**src/logic/ppu_color_table.svh**
```systemverilog
`ifndef PPU_COLOR_TABLE_SVH
`define PPU_COLOR_TABLE_SVH

// RGB for each 6-bit colour number, four brightness rows of 16
localparam logic [23:0] COLOR_TABLE [0:63] = '{
  24'h666666, 24'h002a88, 24'h1412a7, 24'h3b00a4,
  24'h5c007e, 24'h6e0040, 24'h6c0600, 24'h561d00,
  24'h333500, 24'h0b4800, 24'h005200, 24'h004f08,
  24'h00404d, 24'h000000, 24'h000000, 24'h000000,
  24'hadadad, 24'h155fd9, 24'h4240ff, 24'h7527fe,
  24'ha01acc, 24'hb71e7b, 24'hb53120, 24'h994e00,
  24'h6b6d00, 24'h388700, 24'h0c9300, 24'h008f32,
  24'h007c8d, 24'h000000, 24'h000000, 24'h000000,
  24'hfffeff, 24'h64b0ff, 24'h9290ff, 24'hc676ff,
  24'hf36aff, 24'hfe6ecc, 24'hfe8170, 24'hea9e22,
  24'hbcbe00, 24'h88d800, 24'h5ce430, 24'h45e082,
  24'h48cdde, 24'h4f4f4f, 24'h000000, 24'h000000,
  24'hfffeff, 24'hc0dfff, 24'hd3d2ff, 24'he8c8ff,
  24'hfbc2ff, 24'hfec4ea, 24'hfeccc5, 24'hf7d8a5,
  24'he4e594, 24'hcfef96, 24'hbdf4ab, 24'hb3f3cc,
  24'hb5ebf2, 24'hb8b8b8, 24'h000000, 24'h000000
};

`endif
```
**src/logic/ppu_pkg.sv**
```systemverilog
package ppu_pkg;

  //////////////////////////////////////////////////
  // Bus and address widths
  //////////////////////////////////////////////////

  typedef logic [7:0]  host_data_t;     // Host data byte
  typedef logic [2:0]  host_addr_t;     // Register select
  typedef logic [13:0] vram_addr_t;     // External video memory address
  typedef logic [14:0] vaddr_t;         // Internal video address register
  typedef logic [8:0]  raster_count_t;  // Dot or line count
  typedef logic [4:0]  palette_index_t;
  typedef logic [5:0]  color_index_t;
  typedef logic [7:0]  color_t;         // One RGB channel

  //////////////////////////////////////////////////
  // Register map
  //////////////////////////////////////////////////

  localparam host_addr_t REG_CONTROL = 3'd0;
  localparam host_addr_t REG_STATUS  = 3'd2;
  localparam host_addr_t REG_ADDR    = 3'd6;
  localparam host_addr_t REG_DATA    = 3'd7;

  //////////////////////////////////////////////////
  // Raster geometry
  //////////////////////////////////////////////////

  localparam raster_count_t DOTS_PER_LINE   = 9'd341;
  localparam raster_count_t LINES_PER_FRAME = 9'd262;
  localparam raster_count_t VBLANK_LINE     = 9'd241;
  localparam raster_count_t PRERENDER_LINE  = 9'd261;
  localparam raster_count_t ACTIVE_DOTS     = 9'd256;
  localparam raster_count_t ACTIVE_LINES    = 9'd240;

  // Sync windows, inclusive at both ends
  localparam raster_count_t HSYNC_FIRST = 9'd275;
  localparam raster_count_t HSYNC_LAST  = 9'd300;
  localparam raster_count_t VSYNC_FIRST = 9'd242;
  localparam raster_count_t VSYNC_LAST  = 9'd244;

  // Upper address bits 13:8 that map onto palette RAM
  localparam logic [5:0] PALETTE_PAGE = 6'b111111;

  localparam vaddr_t INCREMENT_ACROSS = 15'd32;  // One row of tiles

endpackage

```
**src/logic/ppu_top.sv**
```systemverilog
`timescale 1ns/1ps

module ppu_top #(
  parameter int CLOCK_DIV_BITS = 2
) (
  input  logic                I_clock,
  input  logic                I_reset,
  output logic                vid_clock,
  output logic                vid_rise,
  output logic                vid_active,
  output logic                vid_hsync,
  output logic                vid_vsync,
  output ppu_pkg::color_t     vid_red,
  output ppu_pkg::color_t     vid_green,
  output ppu_pkg::color_t     vid_blue,
  input  ppu_pkg::host_addr_t host_addr,
  input  ppu_pkg::host_data_t host_data_in,
  input  logic                host_wren,
  input  logic                host_rden,
  output ppu_pkg::host_data_t host_data_out,
  output logic                host_nmi,
  output ppu_pkg::vram_addr_t vid_addr,
  output logic                vid_wren,
  input  ppu_pkg::host_data_t vid_data_in,
  output ppu_pkg::host_data_t vid_data_out
);

  import ppu_pkg::*;

  raster_count_t  count_x;
  raster_count_t  count_y;
  logic           addr_write;
  logic           data_write;
  logic           data_read;
  logic           toggle_clear;
  logic           increment_across;
  logic           palette_write;
  logic           palette_access;
  host_data_t     read_buffer;
  palette_index_t palette_addr;
  color_index_t   palette_data;

  ppu_dot_timing #(
    .CLOCK_DIV_BITS (CLOCK_DIV_BITS)
  ) u_dot_timing (
    .I_clock    (I_clock),
    .I_reset    (I_reset),
    .vid_clock  (vid_clock),
    .vid_rise   (vid_rise),
    .vid_active (vid_active),
    .vid_hsync  (vid_hsync),
    .vid_vsync  (vid_vsync),
    .count_x    (count_x),
    .count_y    (count_y)
  );

  ppu_host_regs u_host_regs (
    .I_clock          (I_clock),
    .I_reset          (I_reset),
    .host_addr        (host_addr),
    .host_data_in     (host_data_in),
    .host_wren        (host_wren),
    .host_rden        (host_rden),
    .dot_tick         (vid_rise),  // Status flag follows the dot rate
    .count_x          (count_x),
    .count_y          (count_y),
    .palette_access   (palette_access),
    .read_buffer      (read_buffer),
    .palette_data     (palette_data),
    .host_data_out    (host_data_out),
    .host_nmi         (host_nmi),
    .addr_write       (addr_write),
    .data_write       (data_write),
    .data_read        (data_read),
    .toggle_clear     (toggle_clear),
    .increment_across (increment_across),
    .palette_write    (palette_write)
  );

  ppu_vram_access u_vram_access (
    .I_clock          (I_clock),
    .I_reset          (I_reset),
    .host_data_in     (host_data_in),
    .addr_write       (addr_write),
    .data_write       (data_write),
    .data_read        (data_read),
    .toggle_clear     (toggle_clear),
    .increment_across (increment_across),
    .vid_data_in      (vid_data_in),
    .vid_addr         (vid_addr),
    .vid_wren         (vid_wren),
    .vid_data_out     (vid_data_out),
    .read_buffer      (read_buffer),
    .palette_access   (palette_access),
    .palette_addr     (palette_addr)
  );

  ppu_palette u_palette (
    .I_clock       (I_clock),
    .I_reset       (I_reset),
    .palette_addr  (palette_addr),
    .palette_write (palette_write),
    .host_data_in  (host_data_in),
    .palette_data  (palette_data),
    .vid_red       (vid_red),
    .vid_green     (vid_green),
    .vid_blue      (vid_blue)
  );

endmodule

```
**src/logic/ppu_palette.sv**
```systemverilog
`timescale 1ns/1ps

module ppu_palette (
  input  logic                    I_clock,
  input  logic                    I_reset,
  input  ppu_pkg::palette_index_t palette_addr,
  input  logic                    palette_write,
  input  ppu_pkg::host_data_t     host_data_in,
  output ppu_pkg::color_index_t   palette_data,
  output ppu_pkg::color_t         vid_red,
  output ppu_pkg::color_t         vid_green,
  output ppu_pkg::color_t         vid_blue
);

  import ppu_pkg::*;

  `include "ppu_color_table.svh"

  color_index_t   palette_ram [0:31];
  palette_index_t ram_addr;
  logic [23:0]    backdrop_rgb;

  // Entries 16, 20, 24 and 28 share storage with 0, 4, 8 and 12
  always_comb
  begin
    ram_addr = palette_addr;
    if (palette_addr[1:0] == 2'b00)
      ram_addr[4] = 1'b0;
  end

  assign palette_data = palette_ram[ram_addr];

  always_ff @(posedge I_clock or negedge I_reset)
  begin
    if (!I_reset)
    begin
      for (int i = 0; i < 32; i++)
        palette_ram[i] <= '0;
    end
    else if (palette_write)
      palette_ram[ram_addr] <= host_data_in[5:0];
  end

  //////////////////////////////////////////////////
  // Backdrop colour output
  //////////////////////////////////////////////////

  assign backdrop_rgb = COLOR_TABLE[palette_ram[0]];  // No rendering, entry 0 only

  always_ff @(posedge I_clock or negedge I_reset)
  begin
    if (!I_reset)
    begin
      vid_red   <= '0;
      vid_green <= '0;
      vid_blue  <= '0;
    end
    else
    begin
      vid_red   <= backdrop_rgb[23:16];
      vid_green <= backdrop_rgb[15:8];
      vid_blue  <= backdrop_rgb[7:0];
    end
  end

endmodule

```
**src/logic/ppu_vram_access.sv**
```systemverilog
`timescale 1ns/1ps

module ppu_vram_access (
  input  logic                    I_clock,
  input  logic                    I_reset,
  input  ppu_pkg::host_data_t     host_data_in,
  input  logic                    addr_write,
  input  logic                    data_write,
  input  logic                    data_read,
  input  logic                    toggle_clear,
  input  logic                    increment_across,
  input  ppu_pkg::host_data_t     vid_data_in,
  output ppu_pkg::vram_addr_t     vid_addr,
  output logic                    vid_wren,
  output ppu_pkg::host_data_t     vid_data_out,
  output ppu_pkg::host_data_t     read_buffer,
  output logic                    palette_access,
  output ppu_pkg::palette_index_t palette_addr
);

  import ppu_pkg::*;

  vaddr_t     vaddr;         // Current video address
  logic [5:0] taddr;         // High six bits from the first address write
  vaddr_t     addr_step;
  logic       write_toggle;  // Set between the two address writes

  assign addr_step = increment_across ? INCREMENT_ACROSS : vaddr_t'(1);

  //////////////////////////////////////////////////
  // Address registers
  //////////////////////////////////////////////////

  always_ff @(posedge I_clock or negedge I_reset)
  begin
    if (!I_reset)
      write_toggle <= 1'b0;
    else if (addr_write)
      write_toggle <= ~write_toggle;
    else if (toggle_clear)
      write_toggle <= 1'b0;
  end

  always_ff @(posedge I_clock or negedge I_reset)
  begin
    if (!I_reset)
    begin
      taddr <= '0;
      vaddr <= '0;
    end
    else if (addr_write)
    begin
      if (!write_toggle)
        taddr <= host_data_in[5:0];  // High byte first
      else
        vaddr <= {1'b0, taddr, host_data_in};
    end
    else if (data_write || data_read)
      vaddr <= vaddr + addr_step;  // Step after each data access
  end

  //////////////////////////////////////////////////
  // Memory port and read buffer
  //////////////////////////////////////////////////

  // Buffer picks up the byte at the old address
  always_ff @(posedge I_clock or negedge I_reset)
  begin
    if (!I_reset)
      read_buffer <= '0;
    else if (data_read)
      read_buffer <= vid_data_in;
  end

  assign vid_addr       = vaddr[13:0];
  assign palette_access = (vaddr[13:8] == PALETTE_PAGE);
  assign palette_addr   = vaddr[4:0];

  // Palette writes stay inside the chip
  assign vid_wren     = data_write & ~palette_access;
  assign vid_data_out = host_data_in;

endmodule

```
**src/logic/ppu_host_regs.sv**
```systemverilog
`timescale 1ns/1ps

module ppu_host_regs (
  input  logic                   I_clock,
  input  logic                   I_reset,
  input  ppu_pkg::host_addr_t    host_addr,
  input  ppu_pkg::host_data_t    host_data_in,
  input  logic                   host_wren,
  input  logic                   host_rden,
  input  logic                   dot_tick,
  input  ppu_pkg::raster_count_t count_x,
  input  ppu_pkg::raster_count_t count_y,
  input  logic                   palette_access,
  input  ppu_pkg::host_data_t    read_buffer,
  input  ppu_pkg::color_index_t  palette_data,
  output ppu_pkg::host_data_t    host_data_out,
  output logic                   host_nmi,
  output logic                   addr_write,
  output logic                   data_write,
  output logic                   data_read,
  output logic                   toggle_clear,
  output logic                   increment_across,
  output logic                   palette_write
);

  import ppu_pkg::*;

  logic       last_wren;
  logic       last_rden;
  logic       wren_rise;
  logic       rden_rise;
  logic       rden_fall;
  logic       sel_control;
  logic       sel_status;
  logic       sel_addr;
  logic       sel_data;
  logic       nmi_enable;
  logic       vblank;
  host_data_t bus_latch;  // Open bus, last byte written

  //////////////////////////////////////////////////
  // Strobe edges and decode
  //////////////////////////////////////////////////

  always_ff @(posedge I_clock or negedge I_reset)
  begin
    if (!I_reset)
    begin
      last_wren <= 1'b0;
      last_rden <= 1'b0;
    end
    else
    begin
      last_wren <= host_wren;
      last_rden <= host_rden;
    end
  end

  assign wren_rise = host_wren & ~last_wren;
  assign rden_rise = host_rden & ~last_rden;
  assign rden_fall = ~host_rden & last_rden;

  assign sel_control = (host_addr == REG_CONTROL);
  assign sel_status  = (host_addr == REG_STATUS);
  assign sel_addr    = (host_addr == REG_ADDR);
  assign sel_data    = (host_addr == REG_DATA);

  // Single-cycle requests toward the VRAM side
  assign addr_write    = wren_rise & sel_addr;
  assign data_write    = wren_rise & sel_data;
  assign data_read     = rden_rise & sel_data;
  assign toggle_clear  = rden_rise & sel_status;
  assign palette_write = data_write & palette_access;

  // Control register and open bus
  always_ff @(posedge I_clock or negedge I_reset)
  begin
    if (!I_reset)
    begin
      nmi_enable       <= 1'b0;
      increment_across <= 1'b0;
      bus_latch        <= '0;
    end
    else if (wren_rise)
    begin
      bus_latch <= host_data_in;  // Any register write
      if (sel_control)
      begin
        nmi_enable       <= host_data_in[7];
        increment_across <= host_data_in[2];
      end
    end
  end

  //////////////////////////////////////////////////
  // Vertical blank and NMI
  //////////////////////////////////////////////////

  always_ff @(posedge I_clock or negedge I_reset)
  begin
    if (!I_reset)
      vblank <= 1'b0;
    else
    begin
      if (dot_tick && (count_x == '0))
      begin
        if (count_y == VBLANK_LINE)
          vblank <= 1'b1;
        else if (count_y == PRERENDER_LINE)
          vblank <= 1'b0;
      end
      if (rden_fall && sel_status)
        vblank <= 1'b0;  // Cleared once the host has seen it
    end
  end

  assign host_nmi = ~(nmi_enable & vblank);

  // Read data, undriven bits come from the latch
  always_comb
  begin
    host_data_out = bus_latch;
    case (host_addr)
      REG_STATUS:
        host_data_out = {vblank, 2'b00, bus_latch[4:0]};
      REG_DATA:
        if (palette_access)
          host_data_out = {bus_latch[7:6], palette_data};
        else
          host_data_out = read_buffer;
      default: ;
    endcase
  end

endmodule

```
**src/logic/ppu_dot_timing.sv**
```systemverilog
`timescale 1ns/1ps

module ppu_dot_timing #(
  parameter int CLOCK_DIV_BITS = 2
) (
  input  logic                   I_clock,
  input  logic                   I_reset,
  output logic                   vid_clock,
  output logic                   vid_rise,
  output logic                   vid_active,
  output logic                   vid_hsync,
  output logic                   vid_vsync,
  output ppu_pkg::raster_count_t count_x,
  output ppu_pkg::raster_count_t count_y
);

  import ppu_pkg::*;

  logic [CLOCK_DIV_BITS-1:0] clock_div;
  logic                      last_vid_clock;

  //////////////////////////////////////////////////
  // Dot clock
  //////////////////////////////////////////////////

  assign vid_clock = ~clock_div[CLOCK_DIV_BITS-1];  // High for the first half
  assign vid_rise  = vid_clock & ~last_vid_clock;   // One pulse per dot

  always_ff @(posedge I_clock or negedge I_reset)
  begin
    if (!I_reset)
    begin
      clock_div      <= '0;
      last_vid_clock <= 1'b0;
    end
    else
    begin
      clock_div      <= clock_div + 1'b1;
      last_vid_clock <= vid_clock;
    end
  end

  //////////////////////////////////////////////////
  // Raster counters
  //////////////////////////////////////////////////

  always_ff @(posedge I_clock or negedge I_reset)
  begin
    if (!I_reset)
    begin
      count_x <= '0;
      count_y <= '0;
    end
    else if (vid_rise)
    begin
      if (count_x == DOTS_PER_LINE - 1'b1)
      begin
        count_x <= '0;
        if (count_y == LINES_PER_FRAME - 1'b1)
          count_y <= '0;  // Wrap after the pre-render line
        else
          count_y <= count_y + 1'b1;
      end
      else
        count_x <= count_x + 1'b1;
    end
  end

  // Syncs are active low inside their windows
  assign vid_hsync = (count_x < HSYNC_FIRST) || (count_x > HSYNC_LAST);
  assign vid_vsync = (count_y < VSYNC_FIRST) || (count_y > VSYNC_LAST);

  // Dot 0 is idle, so the picture spans dots 1 to 256
  assign vid_active = (count_x != '0) && (count_x <= ACTIVE_DOTS) &&
                      (count_y < ACTIVE_LINES);

endmodule

```
**config.mk**
```make
export PLATFORM = sky130hd
export DESIGN_NAME = ppu_top
export DESIGN_NICKNAME = d
export VERILOG_FILES = /design/src/logic/ppu_pkg.sv /design/src/logic/ppu_top.sv /design/src/logic/ppu_palette.sv /design/src/logic/ppu_vram_access.sv /design/src/logic/ppu_host_regs.sv /design/src/logic/ppu_dot_timing.sv
export VERILOG_INCLUDE_DIRS = /design/src /design/src/logic
export SDC_FILE = /design/constraint.sdc
export NUM_CORES = 1
export LEC_CHECK = 0
export BUFFER_PORTS_ARGS = -buffer_cell sky130_fd_sc_hd__buf_2
export CELL_PAD_IN_SITES_DETAIL_PLACEMENT = 1
export CELL_PAD_IN_SITES_GLOBAL_PLACEMENT = 1
export CORE_ASPECT_RATIO = 1.4
export CORE_UTILIZATION = 45
export DETAILED_ROUTE_END_ITERATION = 8
export PLACE_DENSITY = 0.71
export REMOVE_ABC_BUFFERS = 1
export SYNTH_ARGS = -nofsm -noshare
export SYNTH_HDL_FRONTEND = slang
export SYNTH_SLANG_ARGS = --single-unit
```
**constraint.sdc**
```tcl
create_clock -name I_clock -period 4.9 [get_ports I_clock]
set_input_delay 0.735 -clock I_clock [delete_from_list [all_inputs] [get_ports I_clock]]
set_output_delay 0.735 -clock I_clock [all_outputs]
set_load 0.01 [all_outputs]
```
==> run summary, run 1 <==
Ranked by total cell area, the synthesized netlist is headed by sky130_fd_sc_hd__dfrtp_1 46%, sky130_fd_sc_hd__mux2_2 16%, sky130_fd_sc_hd__mux4_2 4.7%. The floorplan step set the die height to 210 um. The kind of start point of the critical path was a register. In the routed design, unresolved DRC markers number 0. In this run the tightest slew margin relative to its limit is 34.9%. The number of failing setup endpoints in the final timing report was 0; the post-cts sizing count was 0. The static leakage was 7.05 nW; the final net count was 1307. The cell count after synthesis came out at 1233. The number of setup buffers added after CTS is 0, and the count of inserted antenna diode cells is 0. The region available for standard cell placement spans 30100 um2. Of the post-synthesis cell area, the dominant cell type holds 46.0%. The number of input and output port buffers inserted is 83, and the worst hold margin is 0.188 ns. The largest stage delay on the critical path came out at 0.78 ns. Setup repair after global routing left no endpoint under its margin. Average wire per standard cell: 24.3 um.

Derived from the worst setup path, the maximum achievable clock frequency is 257 MHz. The final estimated routing congestion in global placement is 0.930, and the share of final-layout standard cells stronger than drive strength 1 is 32.0%. Summing all non-filler instances in the final layout gives an area of 15500 um2.

The aggregate global routing overflow was 0. The number of nets with antenna violations after detailed routing came out at 0. The run gives 31600 um2 as the overall die area. The worst ir drop on vdd is 0.000329 V, and the count of final hold-check violations is 0. Endpoint required time on the critical path: 4.16 ns. At the pin with the least slew margin, the transition time is 0.974 ns. In this run the mean area of a mapped cell was 11.3 um2. Maximum clock path buffer count: 3.

The critical path goes through nor2b_2, buf_4, a221oi_1, a211oi_1, a2111oi_0, a21oi_1, buf_2. The critical path is of the reg -> out type. Synthesis inferred 255 register bits. The tools report the master cell of the clock root buffer as sky130_fd_sc_hd__clkbuf_16. The summed instance area of the synthesized netlist is 13900 um2.

Global routing consumed, over all layers together, 26.6% of the routing resources. Biggest fanout along the worst timing path: 26. The library cell with the largest summed area after synthesis is sky130_fd_sc_hd__dfrtp_1. The run gives 46.0% as the sequential share of the synthesized area.

TritonCTS built the clock tree. The Yosys warning count came out at 0. The tools report the area of placed instances as 14500 um2.

Yosys mapped a number of flops with a built-in enable equal to 0. The tools report the type of destination of the critical path as an output port. The number of hold buffers added after CTS was 0. The clock latency on the worst-skew pair is 0.55 ns, and the I/O pin count is 84. The die is 150 um wide.

Across the whole layout, storage elements account for 6380 um2. The count of maximum capacitance violations was 0; the pin count of the biggest net entering global routing was 133. The run finished with clean final reports. Clock input transition at the sequential cells of the worst setup and hold paths: 0.06 ns. The final-report max-slew violation count came out at 0. The routed design has 40500 um of wire. After layout, the worst path uses 79.6% of the clock period. Total power density per cell area: 361 nW/um2.

The total number of H-tree levels was 1; the cell count of the worst reg-to-reg path was 6. The fraction of registers with async set/reset was 100%; the starting density of the core was 46.1%. The via count of the first global-routing pass came out at 11.1k. Type of the most critical hold path: in -> async. On the final layout, the worst clock skew is 0.0223 ns. After the first detailed-routing iteration, the DRC count stood at 572. The first global-routing pass estimated 64400 um of wire.

In the routed layout, each cell is associated on average with a via count of 6.20. The run gives 255 as the number of sinks driven by the clock tree. For this run, the detailed router's first-pass iteration total came to 5.

By count the netlist is led by 255 x sky130_fd_sc_hd__dfrtp_1, 199 x sky130_fd_sc_hd__mux2_2, 100 x sky130_fd_sc_hd__nand2_1. Across all layers, the routed design uses 10.3k vias. Summed over all nets, the half-perimeter wirelength after detailed placement is 27300 um.

Yosys mapped the design onto 83 distinct sky130hd cell types. Dominant synthesized flop cell: sky130_fd_sc_hd__dfrtp_1. The initial antenna violation count was 0. The synthesis-to-finish area growth works out to 11.4%.

For the finished layout, the period the worst path requires is 3.90 ns. The filler cells instantiated in the layout total 3183. Buffers inserted during clock tree synthesis total 28. The most common cell in the synthesized netlist is sky130_fd_sc_hd__dfrtp_1. The tools report the multi-input gate area in the final layout as 7000 um2. Master of the slowest instance on the critical path: sky130_fd_sc_hd__dfrtp_2. The run gives 75 as the number of core rows.

At the worst endpoint, the arrival time is 3.16 ns. Setup total negative slack on the finished layout was measured at 0 ns.
## registers in the layout (all words and copies together) (netlist names), 2 cells and up
register / count
u_palette.palette_ram: 168
u_vram_access.vaddr: 14
u_dot_timing.count_x: 9
u_dot_timing.count_y: 9
u_host_regs.bus_latch: 8
u_palette.vid_blue: 8
u_palette.vid_green: 8
u_palette.vid_red: 8
u_vram_access.read_buffer: 8
u_vram_access.taddr: 6
u_dot_timing.clock_div: 2
## routing by layer
layer	track usage (%)	up-vias	share of wire [%]	routed length [um]
met2	46.0	258	51	20700
met3	3.28	95	4.1	1640
met4	11.7	0	4.5	1830
met5	0	-	0	0
met1	32.9	5359	40	16200
li1	-	4634	-	-
## logic make-up after synthesis
group	count (synthesis)	synth area share [%]
simple gates	298	11.5
compound gates	280	13.2
mux	255	23.5
flops	255	46.0
buf+inv	118	3.61
fa+ha+maj	21	1.89
xor+xnor	6	0.379
## final timing paths
path,slack (ns),end,from
setup / recovery,1.00,host_data_out[0],u_vram_access.vaddr[1]
hold / removal,0.19,u_palette.vid_red[5],I_reset
setup reg to reg,1.76,u_palette.vid_green[4],u_palette.palette_ram[187]
hold reg to reg,0.43,u_dot_timing.clock_div[0],u_dot_timing.clock_div[0]
max in group asynchronous,3.53,u_palette.palette_ram[89],I_reset
min in group I_clock,0.32,u_host_regs.last_rden,host_rden
## layout by cell type (no fill, tap or decap), drive strengths merged, types with 20 or more instances in the layout
cell type / Yosys / layout
a21oi: 65 / 65
a22oi: 20 / 20
buf: 27 / 95
clkbuf: 68 / 42
dfrtp: 255 / 255
ha: 21 / 21
inv: 20 / 21
mux2: 220 / 220
mux4: 29 / 29
nand2: 100 / 100
nand3: 25 / 25
nor2: 60 / 60
nor3: 22 / 22
o21ai: 77 / 77
## critical path, delay by kind of cell, from the launching register on
| family | cells | cell delay, ns |
|---|---|---|
| AO/OA/AOI/OAI | 4 | 0.81 |
| buffers and inverters | 2 | 0.50 |
| flip-flops | 1 | 0.78 |
| AND/OR/NAND/NOR | 1 | 0.52 |
## through the flow
| step | setup slack [ns] | std cells | util, % | total power (W) |
|---|---|---|---|---|
| floorplan | 0.671 | 1138 | - | 0.00295 |
| global placement | 1.65 | 1618 | 48.1 | 0.00336 |
| detailed placement | 1.62 | 1618 | 48.1 | 0.00339 |
| CTS | 1.02 | 1668 | 51.3 | 0.00564 |
| global route | 0.814 | 1668 | 51.3 | 0.00579 |
| finish | 1.00 | 1668 | 51.3 | 0.00558 |
## report_power, final
group	switching (W)	total, W	internal [W]
combinational	0.000620	0.000973	0.000353
clock	0.000874	0.00223	0.00136
sequential	0.000182	0.00238	0.00219
total	0.00168	0.00558	0.00390
## layout make-up
class	instances	share of cell area, %
Tap cell	385	3.12
Inverter	23	0.558
Multi-Input combinational cell	860	45.3
Clock inverter	8	0.987
Clock buffer	42	5.27
Sequential cell	255	41.3
Timing Repair Buffer	95	3.50
Power figures use the tool's default switching activity.
==> inputs of run 2 (changes only) <==
--- a/config.mk
+++ b/config.mk
@@ -6,13 +6,14 @@
 export SDC_FILE = /design/constraint.sdc
 export NUM_CORES = 1
 export LEC_CHECK = 0
+export ABC_AREA = 1
 export BUFFER_PORTS_ARGS = -buffer_cell sky130_fd_sc_hd__buf_2
 export CELL_PAD_IN_SITES_DETAIL_PLACEMENT = 1
 export CELL_PAD_IN_SITES_GLOBAL_PLACEMENT = 1
 export CORE_ASPECT_RATIO = 1.4
-export CORE_UTILIZATION = 45
+export CORE_UTILIZATION = 41
 export DETAILED_ROUTE_END_ITERATION = 8
-export PLACE_DENSITY = 0.71
+export PLACE_DENSITY = 0.74
 export REMOVE_ABC_BUFFERS = 1
 export SYNTH_ARGS = -nofsm -noshare
 export SYNTH_HDL_FRONTEND = slang
==> constraint.sdc (replaced) <==
create_clock -name I_clock -period 3.4 [get_ports I_clock]
set_input_delay 0.51 -clock I_clock [delete_from_list [all_inputs] [get_ports I_clock]]
set_output_delay 0.51 -clock I_clock [all_outputs]
set_load 0.01 [all_outputs]
==> run summary, run 2 <==
The run finished with clean final reports. Before antenna repair, the detailed router went through 5 iterations. The static leakage came out at 7.69 nW. After detailed routing, the number of vias per cell comes to 5.43.

The logs give 13.2k for the total via count after detailed routing and 0 for the DRC violation count after routing. The cell that appears most often on the critical path is sky130_fd_sc_hd__nand2_1. The repair_antennas step left the layout with diodes totalling 0.

Leaving out fill and tap cells, the most frequent cells in the layout are 720 x sky130_fd_sc_hd__nand2_1, 253 x sky130_fd_sc_hd__dfrtp_1, 141 x sky130_fd_sc_hd__o21ai_0. After synthesis, the share of flip-flops with an asynchronous set or reset is 100%. The final estimated routing congestion in global placement was 1.02; the number of nets with antenna violations after detailed routing was 0. The logs give 46.4% for the sequential share of the synthesized area and 308 MHz for the highest achievable clock rate. The tools report the final net count as 2005. Total power density per cell area: 543 nW/um2.

TritonCTS built the clock tree. The aggregate global routing overflow is 0. On the worst path, the slowest cell contributes a delay of 0.50 ns. After synthesis, the cell types taking the most area are sky130_fd_sc_hd__dfrtp_1 46%, sky130_fd_sc_hd__nand2_1 20%, sky130_fd_sc_hd__o21ai_0 5.1%. The share of the core filled with cells in the final layout was 47.5%. The worst pin sits at a relative slew slack of 32.8%.

The number of DRC violations after detailed-routing iteration 0 is 676, and the clock input transition at the sequential cells of the worst setup and hold paths is 0.06 ns. Adding up every negative setup slack in the final design gives 0 ns. The tools report the master cell of the clock root buffer as sky130_fd_sc_hd__clkbuf_16.

The count of fill cells added during filler insertion came out at 4185. The synthesized design contains 255 register bits. The starting density of the core was 41.6%. The critical path contains buffers and inverters numbering 2 combined. The number of logic stages on the critical path including buffering is 10. Among all stages on the critical path, the largest delay is contributed by sky130_fd_sc_hd__nor3_4.

A synthesized cell averages 7.26 um2. Across all register-to-register paths, the minimum setup slack is 0.69 ns. At the pin with the least slew margin, the transition time is 1.01 ns. The tools report the count of maximum capacitance violations as 0.

After synthesis the cells add up to 13800 um2. The core region is 33100 um2. STA classifies the critical path startpoint as a register.

For this run, the leading register cell type out of synthesis is sky130_fd_sc_hd__dfrtp_1. For the total number of H-tree levels, the log shows 1. The die is 157 um wide. In this run the critical register-to-register path is launched from u_vram_access.vaddr[9].

The number of core rows was 79; the initial antenna violation count was 0. In this run the biggest area consumer among cell types represents 46.4% of the synthesized area. Reg-to-reg endpoint: u_palette.palette_ram[132]. Entering global routing, the biggest net connects 113 pins. The cell count of the worst reg-to-reg path came out at 8.

The final wirelength was 49200 um; the number of setup buffers added after CTS was 0. The run gives 0 as the count of final hold-check violations. For the worst-skew pair, the clock arrives at the later sink with an insertion delay of 0.57 ns.

The first global-routing pass estimated 78200 um of wire. After detailed routing, the average wire length per cell comes to 20.3 um. For the number of buffers created by CTS, the log shows 28. The synthesis-to-finish area growth is 14.2%. Of the available clock period, the critical path in the final layout requires 95.5%. The overall die area was 34300 um2. The Yosys step of the flow raised 0 warnings. The origin of the worst setup path is u_vram_access.vaddr[9]. Register with the most flip-flops: u_palette.palette_ram.

Setup repair after global routing left no endpoint under its margin. The number of sinks driven by the clock tree came out at 255. The number of failing setup endpoints in the final timing report was 0; the overall die height was 219 um. The biggest area contributor in the post-synthesis netlist is sky130_fd_sc_hd__dfrtp_1.

The library cell with the highest instance count after synthesis was sky130_fd_sc_hd__nand2_1. The flip-flop count of the largest register after layout is 168. The worst-case IR drop observed on VDD is 0.000463 V. In this run, synthesis inferred 0 flip-flops with an integrated enable. In this run the worst hold path is classified as in -> async. The number of input and output port buffers inserted was 83.

Final-report max-slew violation count: 0. The biggest fanout along the worst timing path came out at 8. The worst path in the final design needs a cycle of 3.25 ns, including I/O delays and setup.

The tools report the via count of the first global-routing pass as 13.8k. Counting instances in the post-synthesis netlist gives the leading cell types as 720 x sky130_fd_sc_hd__nand2_1, 255 x sky130_fd_sc_hd__dfrtp_1, 141 x sky130_fd_sc_hd__o21ai_0. Synthesis produced 1897 cells. The maximum clock path buffer count was 3; the I/O pin count was 84. The critical path goes through nand2_2, inv_2, nand3_2, nor3_4, nand2_1, nor2_1, nand3_1, nand2_1, nand2_1, buf_2. Share of final-layout standard cells stronger than drive strength 1: 11.4%. The run gives 2.89 ns as the endpoint required time on the critical path. The run gives 0.0155 ns as the final setup skew. The run gives 0.00853 W as the post-layout total power.

The logs give 44 for the post-synthesis cell type count and 29.8% for the overall track demand over capacity in global routing. The tools report the type of destination of the critical path as an output port. In the final layout, the registers with the most flip-flops are u_palette.palette_ram (168), u_vram_access.vaddr (14). Data on the critical path arrives at its endpoint at 2.74 ns. The family with the most delay on the worst path was simple AND/OR/NAND/NOR gates. The leading cell type in the layout, fill and taps excluded is sky130_fd_sc_hd__nand2_1. The critical path is of the reg -> out type. The total half-perimeter wirelength after legalization and detailed placement is 35200 um.
==> run 2: per-layer routing <==
layer | GRT usage (%) | up-vias | part of all wire [%]
li1 | - | 6236 | -
met1 | 33.5 | 6441 | 38
met2 | 54.4 | 372 | 52
met3 | 3.46 | 131 | 3.8
met4 | 16.4 | 0 | 5.5
met5 | 0 | - | 0
==> run 2: worst max path at each step <==
stage,slack [ns],endpoint
global route,0.02,host_data_out[1]
floorplan,-0.18,host_data_out[0]
global placement,0.64,u_palette.palette_ram[126]
detailed placement,0.58,u_palette.palette_ram[129]
finish,0.15,host_data_out[1]
CTS,0.12,host_data_out[3]
==> run 2: metrics by stage <==
step           area (um2)  instances  hold slack, ns  setup WS [ns]
2_1_floorplan       13300       1785           0.214         -0.180
3_5_place_dp        14700       2376           0.438          0.578
3_3_place_gp        14700       2376           0.426          0.640
6_report            15700       2427          0.0325          0.151
4_1_cts             15700       2427          0.0501          0.117
5_1_grt             15700       2427          0.0493         0.0183
==> run 2: what timing repair did <==
item,in CTS,in global routing
endpoints found under the setup margin,0,4
gates resized for setup,0,3
hold buffers,0,0
==> run 2: kinds of logic after synthesis <==
logic type                 synth area share, %
and+or+nand+nor                           29.9
AOI/OAI and AO/OA                         13.6
DFF                                       46.4
buffers and inverters                     7.56
adders and majority gates                 1.91
xor gates and xnor gates                 0.636
==> run 2: power by group <==
group / internal (W) / switching [W]
Sequential: 0.00316 / 0.000170
Clock: 0.00189 / 0.00133
Combinational: 0.000545 / 0.00144
Total: 0.00560 / 0.00293
==> run 2: final cells by class <==
class	instances	area, um2	share of cell area, %
sequential	255	6380	40.6
multi-input combinational	1389	6350	40.4
timing repair buffer	146	936	5.95
clock buffer	37	806	5.12
tap	445	557	3.54
inverter	141	531	3.37
clock inverter	14	158	1.00
==> run 2: worst register-to-register path, cell delays in order, from the launching register on <==
cell and delay (ns):
sky130_fd_sc_hd__dfrtp_1 0.47, sky130_fd_sc_hd__nand2_2 0.13, sky130_fd_sc_hd__inv_2 0.08, sky130_fd_sc_hd__nand3_2 0.08
sky130_fd_sc_hd__nor3_4 0.50, sky130_fd_sc_hd__nand2_2 0.27, sky130_fd_sc_hd__clkinv_2 0.39, sky130_fd_sc_hd__nand3_1 0.41
sky130_fd_sc_hd__o21ai_0 0.30
==> inputs of run 3 (changes only) <==
--- a/config.mk
+++ b/config.mk
@@ -11,8 +11,10 @@
 export CELL_PAD_IN_SITES_DETAIL_PLACEMENT = 1
 export CELL_PAD_IN_SITES_GLOBAL_PLACEMENT = 1
 export CORE_ASPECT_RATIO = 1.4
+export CORE_MARGIN = 5
 export CORE_UTILIZATION = 41
 export DETAILED_ROUTE_END_ITERATION = 8
+export MAX_ROUTING_LAYER = met4
 export PLACE_DENSITY = 0.74
 export REMOVE_ABC_BUFFERS = 1
 export SYNTH_ARGS = -nofsm -noshare
==> run summary, run 3 (synthesis results as in run 2) <==
The flow ran to the end, and the final reports show no timing, DRC or antenna violations. The worst ir drop on vdd is 0.000420 V, and the overall track demand over capacity in global routing is 27.7%. After routing, the total negative slack on setup checks comes to 0 ns. The worst path needs 3.28 ns of the cycle, external delays included.

After floorplanning, the core was sized to cover 33200 um2. The aggregate global routing overflow is 0. The I/O pin count came out at 84.

The worst setup path is launched from a register. For the arrival time of data at the critical path endpoint, the log shows 2.77 ns. In this run the tool buffered the top-level ports with 83 buffer cells. The average wire per standard cell was 20.6 um. The tools report the minimum setup slack after placement as 0.684 ns. The type of the most critical hold path is in -> reg.

The startpoint identified for the worst register-to-register timing path is u_vram_access.vaddr[9]. Setup violations remaining at the end of the flow were counted as 0. The die covers 37400 um2. Combinational cells account for 23.9% of the total power. The sequential group share of total power was 39.2%. STA classifies the critical path endpoint as an output port.

The top cell types in the final layout, fill and taps aside, are 719 x sky130_fd_sc_hd__nand2_1, 254 x sky130_fd_sc_hd__dfrtp_1, 141 x sky130_fd_sc_hd__o21ai_0. The logs give 1 for the total number of H-tree levels and 49900 um for the final wirelength. After clock tree synthesis, the clock-pin slew on the worst setup and hold paths is 0.07 ns. In this run the static leakage power is 7.61 nW.

The count of nets left with antenna violations once routing finished came out at 0. For the maximum clock path buffer count, the log shows 3. Across all layers, the routed design uses 13.1k vias. The share of final-layout standard cells stronger than drive strength 1 is 10.9%. TritonCTS built the clock tree. Of the total power, the share spent switching nets is 34.6%. Initial antenna violation count: 0. The final setup skew is 0.0114 ns. For the pin with the worst max-slew slack, the measured transition is 0.977 ns.

The leading cell type in the layout, fill and taps excluded was sky130_fd_sc_hd__nand2_1. The number of cells on the worst reg-to-reg path is 9. The final-report max-slew violation count was 0; the clock share of power was 36.9%.

Setup repair after global routing left no endpoint under its margin. The detailed router finished its first iteration with 775 violations. More flip-flops sit in one register than any other, and that register is u_palette.palette_ram. In this run the power spent charging and discharging nets is 0.00293 W.

Via count of the first global-routing pass: 14.0k. After the last flow step, the layout net total stands at 1999. The pin count of the biggest net entering global routing was 77; the clock latency on the worst-skew pair was 0.56 ns.

Row generation in the floorplan step produced 79 rows. The post-route clock period utilization came out at 96.5%. The tool flagged a number of max-cap violations equal to 0. The flip-flop count of the largest register after layout is 168, and the endpoint required time on the critical path is 2.89 ns. After detailed routing, the number of remaining DRC violations is 0.

After filler insertion, the fill cell instance count of the layout stands at 4282. The count of final hold-check violations is 0. Of all nets on the critical path, the largest fanout is 15.

Clock tree synthesis inserted a total of 28 buffers. The total power density per cell area was 540 nW/um2; the total half-perimeter wirelength after legalization and detailed placement was 36100 um. The critical path ends at host_data_out[1]. The count of inserted antenna diode cells is 0. The largest registers in the layout are u_palette.palette_ram (168), u_vram_access.vaddr (14). The worst pin sits at a relative slew slack of 34.9%. Synthesis-to-finish area growth: 13.7%.

The die is 165 um wide. The tools report the origin of the worst setup path as u_vram_access.vaddr[1]. The floorplan step set the die height to 227 um. The first global-routing pass estimated 78400 um of wire. The post-layout worst setup margin was 0.119 ns. The tools report the master cell of the clock root buffer as sky130_fd_sc_hd__clkbuf_16. Derived from the worst setup path, the maximum achievable clock frequency is 305 MHz. The starting density of the core was 41.4%; the via density per instance was 5.43.

In this run the critical register-to-register path is captured at u_palette.palette_ram[133]. For flop-to-flop paths, the worst setup slack is 0.77 ns. Routability-driven placement finished with a final weighted congestion of 1.03.

The detailed-router iteration count before antenna repair is 5. Classification of the worst setup path: reg -> out. Cell internal power was estimated by the tool at 0.00553 W. The run gives 255 as the number of sinks driven by the clock tree.
run 3: cell count changes in the layout (fill, tap and decap cells not counted), sizes merged, moves of 2 or more:
cell      delta
clkinvlp     +5
clkbuf       +4
clkinv       -6
inv          -2
buf          -8
run 3: how the worst min path moves through the flow:
stage | start | end | slack, ns | cells past startpoint
2_1_floorplan | I_reset | u_dot_timing.clock_div[0] | 0.21 | 0
3_3_place_gp | I_reset | u_palette.vid_red[5] | 0.36 | 1
3_5_place_dp | I_reset | u_palette.vid_green[1] | 0.35 | 1
4_1_cts | host_wren | u_host_regs.last_wren | 0.05 | 1
5_1_grt | host_wren | u_host_regs.last_wren | 0.06 | 1
6_report | host_wren | u_host_regs.last_wren | 0.08 | 1
run 3: per-stage QoR:
step / cells / area (um2) / util, % / hold WS (ns) / total power [W]
2_1_floorplan: 1785 / 13300 / - / 0.214 / 0.00444
3_3_place_gp: 2365 / 14700 / 44.2 / 0.356 / 0.00530
3_5_place_dp: 2365 / 14700 / 44.2 / 0.354 / 0.00533
4_1_cts: 2416 / 15600 / 47.0 / 0.0525 / 0.00849
5_1_grt: 2420 / 15700 / 47.1 / 0.0636 / 0.00885
6_report: 2420 / 15700 / 47.1 / 0.0760 / 0.00846
run 3: routing by layer:
layer  GRT usage, %  vias to the layer above  wire length (um)
met1           29.6                     6448             18900
met3           2.96                      158              1700
met5              -                        -                 0
met2           50.1                      334             26400
met4           14.7                        0              2930
li1               -                     6207                 -
run 3: final cells by class:
class                   instances  area, um2  area share, %
repair buffers                139        898           5.74
repair inverters                1       5.00         0.0320
multi-input cells            1389       6340           40.5
flip-flops and latches        255       6380           40.8
clock buffers                  41        821           5.24
well taps                     445        557           3.56
clock inverters                 9        109          0.695
inverters                     141        538           3.44
run 3: worst max-delay path, stage by stage (launching register included):
cell and delay (ns):
sky130_fd_sc_hd__dfrtp_1 0.39, sky130_fd_sc_hd__buf_4 0.21, sky130_fd_sc_hd__o21ai_4 0.24, sky130_fd_sc_hd__inv_1 0.13
sky130_fd_sc_hd__nor2_2 0.47, sky130_fd_sc_hd__nand2_1 0.16, sky130_fd_sc_hd__nand2_1 0.13, sky130_fd_sc_hd__nor2_1 0.08
sky130_fd_sc_hd__nand3_1 0.12, sky130_fd_sc_hd__nand2_1 0.07, sky130_fd_sc_hd__nand2_1 0.07, sky130_fd_sc_hd__buf_2 0.13
run 3: power groups by stage:
stage	logic [W]	clock network [W]	registers [W]
after detailed placement	0.00197	0	0.00337
after CTS	0.00199	0.00319	0.00332
after global placement	0.00193	0	0.00336
final	0.00202	0.00313	0.00332
after floorplan	0.000998	0	0.00344
after global routing	0.00221	0.00331	0.00334
run 3: repair_timing:
action                     CTS  global route
setup endpoints to repair    0             6
buffers inserted             0             3
resized for setup            0             3
hold buffers                 1             0
hold endpoints to repair    12             0
